`config.mk`:
```
export PLATFORM = sky130hd
export DESIGN_NAME = fp_normalize_flat
export DESIGN_NICKNAME = d
export VERILOG_FILES = /design/src/pe_pkg.sv /design/src/fp_stage_if.sv /design/src/fp_normalize.sv /design/src/flat_wrapper.sv
export SDC_FILE = /design/constraint.sdc
export NUM_CORES = 1
export LEC_CHECK = 0
export BUFFER_PORTS_ARGS = -buffer_cell sky130_fd_sc_hd__buf_2
export CAP_MARGIN = 40
export CORE_ASPECT_RATIO = 1.1
export CORE_MARGIN = 2
export CORE_UTILIZATION = 65
export DETAILED_ROUTE_END_ITERATION = 10
export PLACE_DENSITY = 0.89
export SLEW_MARGIN = 20
export SYNTH_ARGS = -nofsm -noshare
export SYNTH_HDL_FRONTEND = slang
export SYNTH_SLANG_ARGS = --single-unit
```
`constraint.sdc`:
```
create_clock -name clk -period 0.8 [get_ports clk]
set_clock_uncertainty 0.05 [all_clocks]
set_input_delay 0.08 -clock clk [delete_from_list [all_inputs] [get_ports clk]]
set_output_delay 0.08 -clock clk [all_outputs]
set_load 0.05 [all_outputs]
```
`src/pe_pkg.sv`:
```
package pe_pkg;

  ////////////////////////////////////////////////////////////////////////////
  // operation codes
  ////////////////////////////////////////////////////////////////////////////

  // bit 1 picks the multiplier and bit 0 picks subtract for the adder
  typedef enum logic [1:0] {
    op_add     = 2'd0,  // inp1 + inp2
    op_sub     = 2'd1,  // inp1 - inp2
    op_mul     = 2'd2,  // inp1 * inp2
    op_mul_alt = 2'd3   // also a multiply since bit 1 is set
  } pe_op_e;

  ////////////////////////////////////////////////////////////////////////////
  // binary64 field widths
  ////////////////////////////////////////////////////////////////////////////

  localparam int exp_w_dbl = 11;  // exponent field
  localparam int man_w_dbl = 52;  // stored mantissa, hidden bit not counted

  // the word is sign + exponent + mantissa, 64 bits for the defaults above.
  // exponent bias follows the usual IEEE rule of all ones in exp_w - 1 bits,
  // i.e. 1023 for binary64 and 127 for binary32.
  // each stage derives it locally from its own exp_w

  ////////////////////////////////////////////////////////////////////////////
  // pipeline timing
  ////////////////////////////////////////////////////////////////////////////

  // unpack, arith and normalize each add one register stage
  localparam int pipe_depth = 3;

endpackage

```
`src/fp_stage_if.sv`:
```


// raw arithmetic result from stage 2 into stage 3
interface fp_result_if #(
  parameter int exp_w = pe_pkg::exp_w_dbl,
  parameter int man_w = pe_pkg::man_w_dbl
);

  logic                       res_sign;
  logic signed [exp_w:0]      res_exp;   // biased, may go negative or past max
  logic [2*(man_w+1)-1:0]     res_man;   // binary point below bit 2*man_w
  logic                       res_zero;

  modport src (output res_sign, res_exp, res_man, res_zero);
  modport dst (input  res_sign, res_exp, res_man, res_zero);

endinterface

```
`src/fp_normalize.sv`:
```
`timescale 1ns/1ps

// stage 3: leading one search, exponent fixup and packing
module fp_normalize #(
  parameter int exp_w = pe_pkg::exp_w_dbl,
  parameter int man_w = pe_pkg::man_w_dbl
) (
  input  logic                  clk,
  input  logic                  arst_n,
  fp_result_if.dst              res,
  output logic [exp_w+man_w:0]  out1
);

  localparam int mw2 = 2 * (man_w + 1);
  localparam int ew  = exp_w + 3;  // res_exp plus shift range
  localparam logic signed [ew-1:0] point_pos = ew'(2 * man_w);         // hidden bit of product
  localparam logic signed [ew-1:0] exp_max   = ew'((1 << exp_w) - 1);  // all ones = inf

  logic signed [ew-1:0]    lead_pos;  // index of leading one
  logic signed [ew-1:0]    exp_n;     // exponent after normalizing
  logic [mw2-1:0]          norm_man;  // leading one at the top bit
  logic [exp_w+man_w:0]    pack_w;

  // highest set bit wins
  always_comb begin
    lead_pos = '0;
    for (int i = 0; i < mw2; i++) begin
      if (res.res_man[i]) lead_pos = ew'(i);
    end
  end

  assign norm_man = res.res_man << (mw2 - 1 - lead_pos);
  assign exp_n    = $signed({{2{res.res_exp[exp_w]}}, res.res_exp}) + lead_pos - point_pos;

  ////////////////////////////////////////////////////////////////////////////
  // special cases and packing
  ////////////////////////////////////////////////////////////////////////////

  always_comb begin
    if (res.res_zero || (res.res_man == '0)) begin
      pack_w = {res.res_sign, {(exp_w + man_w){1'b0}}};           // signed zero
    end else if (exp_n >= exp_max) begin
      pack_w = {res.res_sign, {exp_w{1'b1}}, {man_w{1'b0}}};      // saturate to inf
    end else if (exp_n[ew-1] || (exp_n == '0)) begin
      pack_w = {res.res_sign, {(exp_w + man_w){1'b0}}};           // flush, no denormals
    end else begin
      // hidden bit dropped, lower bits truncated
      pack_w = {res.res_sign, exp_n[exp_w-1:0], norm_man[mw2-2 -: man_w]};
    end
  end

  always_ff @(posedge clk or negedge arst_n) begin
    if (!arst_n) begin
      out1 <= '0;
    end else begin
      out1 <= pack_w;
    end
  end

endmodule

```
`src/flat_wrapper.sv`:
```
// flat-port wrapper written by rule: the top's interface ports become plain ports
module fp_normalize_flat 
#(
  parameter int exp_w = pe_pkg::exp_w_dbl,
  parameter int man_w = pe_pkg::man_w_dbl
)
  (clk, arst_n, out1, res_res_sign, res_res_exp, res_res_man, res_res_zero);
  fp_result_if #(.exp_w(exp_w), .man_w(man_w)) res_i ();
  input  logic clk;
  input  logic arst_n;
  output logic [exp_w+man_w:0] out1;
  input wire logic [$bits(res_i.res_sign)-1:0] res_res_sign;
  input wire logic [$bits(res_i.res_exp)-1:0] res_res_exp;
  input wire logic [$bits(res_i.res_man)-1:0] res_res_man;
  input wire logic [$bits(res_i.res_zero)-1:0] res_res_zero;
  assign res_i.res_sign = res_res_sign;
  assign res_i.res_exp = res_res_exp;
  assign res_i.res_man = res_res_man;
  assign res_i.res_zero = res_res_zero;
  fp_normalize #(.exp_w(exp_w), .man_w(man_w)) u_core (.clk(clk), .arst_n(arst_n), .res(res_i), .out1(out1));
endmodule
```
==> flow_summary_export.csv, run 1 <==
group,metric,value,unit
cts,cts.path.max_buffers,2,
outcome,error,"[ERROR DPL-0038] Utilization greater than 100%, impossible to legalize",
synth,ys_seq_elements,64,
synth,syn_area,12490,um^2
floorplanning,start_util,65.86,%
cts,cts_setup_buffers,37,
placed_design,pre_cts_ws,-4.956,ns
synth,synthArstFlopShare,100.0,%
synth,synth_edf_count,0,
synth,synth_fa_ha_area_share,2.164,%
synth,syn_inst,1659,
synth,ys_seq_area_share,12.82,%
synth,yosys.area_share.simple,19.14,%
floorplanning,die_w,136.2,um
placed_design,hpwl,58.60,mm
placed_design,placed_area,17750,um^2
floorplanning,die_h,149.4,um
synth,ys.warnings.count,0,
floorplanning,row_count,53,
cts,cts-htree-levels,3,
synth,synth_mux_area_share,18.98,%
synth,synthFlopType,"dfrtp_1",
synth,synth_compound_area_share,38.48,%
synth,yosys.area_share.xor_xnor,0.6211,%
cts,cts_resized,351,
outcome,lastStage,"clock tree synthesis",
synth,syn_nets,1802,
synth,synth.distinct_cells,94,
synth,synth_top_family_by_area,"compound AO/OA/AOI/OAI gates",
placed_design,gp_congestion,1.308,
floorplanning,io_pins,186,
cts,hold_buffers,2,
placed_design,port_buffers,185,
cts,clock_tree.root_cell,"clkbuf_16",
outcome,status,"aborted with a tool error",
synth,synth_area_per_cell,7.529,um^2
cts,numCtsBuffers,9,
cts,numClockSinks,64,
==> through the flow <==
stage                     utilization (%)  hold slack (ns)  instances
after global placement              93.61         -0.09600       2536
after detailed placement            93.61         -0.08986       2536
after floorplan                         -          -0.2656       1659
==> kinds of logic after synthesis <==
kind of cell / after synthesis
buf+inv: 210
mux: 184
flops: 64
xor+xnor: 8
simple gates: 498
fa+ha+maj: 21
compound gates: 674
==> cell usage after synthesis (all sizes together) (22+ instances only) <==
cell type,instances,area share (%)
a211oi,64,3.8
a21oi,138,5.7
a221oi,22,1.5
a22o,44,3.1
a22oi,33,2.0
a31oi,32,1.6
buf,95,4.3
clkbuf,67,2.0
dfrtp,64,13
inv,47,1.4
mux2,43,3.9
mux2i,103,8.3
mux4,38,6.9
nand2,130,4.0
nand3,22,0.92
nor2,169,5.1
nor3,56,2.5
nor4,32,1.7
o211ai,29,1.7
o21a,22,1.3
o21ai,84,3.5
o22ai,22,1.1
==> run 2, diff against run 1 <==
CORE_ASPECT_RATIO = default   (was 1.1)
CORE_UTILIZATION = 40   (was 65)
PLACE_DENSITY = default   (was 0.89)
PLACE_DENSITY_LB_ADDON = 0.15   (was default)
==> run 2 against run 1 <==
  * The flow now finishes, with violations (setup timing)
  * Synthesized cell count is the same
  * Synthesized area is the same
==> flow_summary_export.csv, run 2 <==
group,metric,value,unit
setup_path,crit_top_cell,"buf_6",
flow_run,cap_viol_max_count,0,
synth,synth_area_per_cell,7.529,um^2
power_and_ir_drop,p_clk_share,15.6,%
timing,min_period,4.795,ns
synth,syn_inst,1659,
power_and_ir_drop,p_sw,0.01329,W
cells_and_area,largest_register_ffs,64,
global_routing,grt_pass1_vias,17490,
timing,setup_slack,-3.995,ns
power_and_ir_drop,ir_worst_vdd,1101,uV
drt,avgViaCountPerCell,6.484,
power_and_ir_drop,comb_power_share,72.6,%
drt,dr.pass1.iters,6,
cts,numClockSinks,64,
synth,synth.area.top_cells,"dfrtp_1 13%, mux2i_1 8.3%, mux4_2 6.9%, a21oi_1 5.4%, nor2_1 5.0%",
synth,synth.distinct_cells,94,
setup_path,worstPathArrival,4.97,ns
placed_design,gp_congestion,1.034,
global_routing,grt-ovfl-total,0,
cells_and_area,syn_to_final_growth,69.56,%
synth,synthFlopType,"dfrtp_1",
cells_and_area,top_register,"u_core.out1",
hold_path,min_path_type,"primary input to asynchronous set/reset pin",
cells_and_area,layout_common_cells,"661 x buf_4, 153 x nor2_1, 125 x nand2_1, 117 x buf_2, 107 x buf_6",
timing,finalHoldViolCount,0,
cells_and_area,fin_cells,2815,
synth,syn_area,12490,um^2
cells_and_area,final_common_cell,"buf_4",
timing,finalCritPeriodShare,599.4,%
cells_and_area,multi_input_area,11400,um^2
floorplanning,start_util,40.73,%
timing,rsz0062_at_grt,"true",
synth,ys_seq_area_share,12.82,%
cells_and_area,drive_gt1_share,51.01,%
setup_path,cp-end-kind,"flip-flop",
cts,cts-htree-levels,3,
drt,wl_per_cell,26.02,um
cts,clock_tree.root_cell,"clkbuf_16",
floorplanning,die_h,180.7,um
cells_and_area,biggestRegsByFlops,"u_core.out1 (64)",
synth,synthArstFlopShare,100.0,%
floorplanning,die_area,32660,um^2
outcome,status,"complete, but fails checks",
power_and_ir_drop,powerDensity,1373,nW/um^2
drt,antenna_left,0,
synth,synth_common_cells,"167 x nor2_1, 135 x a21oi_1, 128 x nand2_1, 103 x mux2i_1, 74 x o21ai_0",
synth,synth_edf_count,0,
floorplanning,io_pins,186,
setup_path,start_kind,"primary input",
timing,worst_slew_pin_slew,0.8122,ns
synth,ys.warnings.count,0,
setup_path,crit_cells,25,
timing,finalSetupViolCount,127,
synth,yosys.area.top_type,"dfrtp_1",
synth,ys_seq_elements,64,
power_and_ir_drop,intPower,0.01580,W
placed_design,pre_cts_ws,-4.683,ns
placed_design,port_buffers,185,
synth,yosys.area.top_type_share,12.82,%
setup_path,worst-path-max-fanout,8,
cts,cts.clk_slew.worst_paths,0.05,ns
placed_design,dpl.cell_count,2718,
cts,cts.path.max_buffers,2,
cts,numCtsBuffers,9,
cells_and_area,n_fill_cell,2534,
global_routing,antenna_found_initial,0,
placed_design,hpwl,57.81,mm
drt,vias,18250,
outcome,violations,"setup timing",
cells_and_area,seq_area,1602,um^2
setup_path,critPathMaxStageDelay,0.54,ns
cts,cts_tree,"done",
cells_and_area,layout.nets,2558,
setup_path,cp_slowest_cell,"or4_4",
global_routing,grt_usage,42.86,%
floorplanning,row_count,64,
drt,drtIter0Drc,2657,
synth,syn_nets,1802,
timing,holdWs,0.2163,ns
synth,synthMostInstantiatedCell,"nor2_1",
drt,drc_errors,0,
global_routing,grt_first_pass_wirelength,108.2,mm
floorplanning,core,30670,um^2
setup_path,critPathKind,"primary input to flip-flop",
drt,wirelength,73.23,mm
power_and_ir_drop,p_sw_share,45.68,%
setup_path,crit_required,0.97,ns
timing,fmax,208.6,MHz
timing,maxSlewViolCount,0,
timing,relSlewSlack,45.85,%
global_routing,grt_max_degree,75,
cells_and_area,antennaDiodeCount,0,
setup_path,path_buf_inv,8,
floorplanning,die_w,180.7,um
power_and_ir_drop,leakage,9.494,nW
power_and_ir_drop,seqPwrFrac,11.9,%
setup_path,cpLargestDelayFamily,"simple AND/OR/NAND/NOR gates",
-- run 2: cell counts after synthesis --
No cell type changed its count.
-- run 2: metrics by stage --
stage	instance area (um^2)	TNS, ns	utilization (%)	power, W
6_report	21180	-251.30	69.06	0.02908
5_1_grt	21180	-261.23	69.06	0.02996
4_1_cts	20570	-239.56	67.09	0.02778
3_5_place_dp	18220	-283.95	59.42	0.02175
3_3_place_gp	18220	-288.37	59.40	0.02171
2_1_floorplan	12650	-253.93	-	0.01249
-- run 2: worst max path at each step --
stage | slack, ns | from | to
2_1_floorplan | -4.18 | res_res_man[19] | u_core.out1[34]
5_1_grt | -4.14 | res_res_man[53] | u_core.out1[37]
6_report | -4.00 | res_res_man[52] | u_core.out1[20]
4_1_cts | -3.80 | res_res_man[27] | u_core.out1[37]
3_3_place_gp | -4.85 | res_res_man[9] | u_core.out1[49]
3_5_place_dp | -4.68 | res_res_man[7] | u_core.out1[37]
-- run 2: area by class of cell --
type                            count  area share [%]
Multi-Input combinational cell   1385           53.84
Timing Repair Buffer              907           33.81
Sequential cell                    64           7.562
Tap cell                          396           2.339
Clock buffer                       12           1.164
Inverter                           48          0.8625
Clock inverter                      3          0.4254
-- run 2: timing repair --
action / 4_1_cts / 5_1_grt
hold buffers: 2 / 0
setup buffers: 61 / 24
pin swaps: 83 / 26
endpoints found under the setup margin: 127 / 127
hold endpoints to repair: 65 / 0
gates resized for setup: 357 / 77
gates cloned: 1 / 0
-- run 2: kinds of logic after synthesis --
logic type / share of synthesized area (%)
AOI/OAI and AO/OA: 38.48
adders and majority gates: 2.164
buffers and inverters: 7.793
muxes: 18.98
xor gates and xnor gates: 0.6211
and+or+nand+nor: 19.14
DFF: 12.82
-- run 2: worst min-delay path, stage by stage --
cell	delay, ns
dlygate4sd3_1	0.52
buf_2	0.13
buf_4	0.24
-- run 2: power by group through the flow --
stage                     registers [W]  clock network (W)  logic, W
after CTS                       0.00345            0.00456    0.0198
final                           0.00345            0.00452    0.0211
after floorplan                 0.00398                  0   0.00851
after global routing            0.00346            0.00469    0.0218
after detailed placement        0.00347                  0    0.0183
after global placement          0.00346                  0    0.0182
-- run 2: per-layer routing --
layer,vias to the layer above,GRT usage [%],share of wire [%]
li1,8005,-,-
met1,8749,56.70,40
met2,1232,66.81,43
met3,266,7.761,9.9
met4,0,21.87,6.5
met5,-,0,0
(Power assumes the default switching activity.)
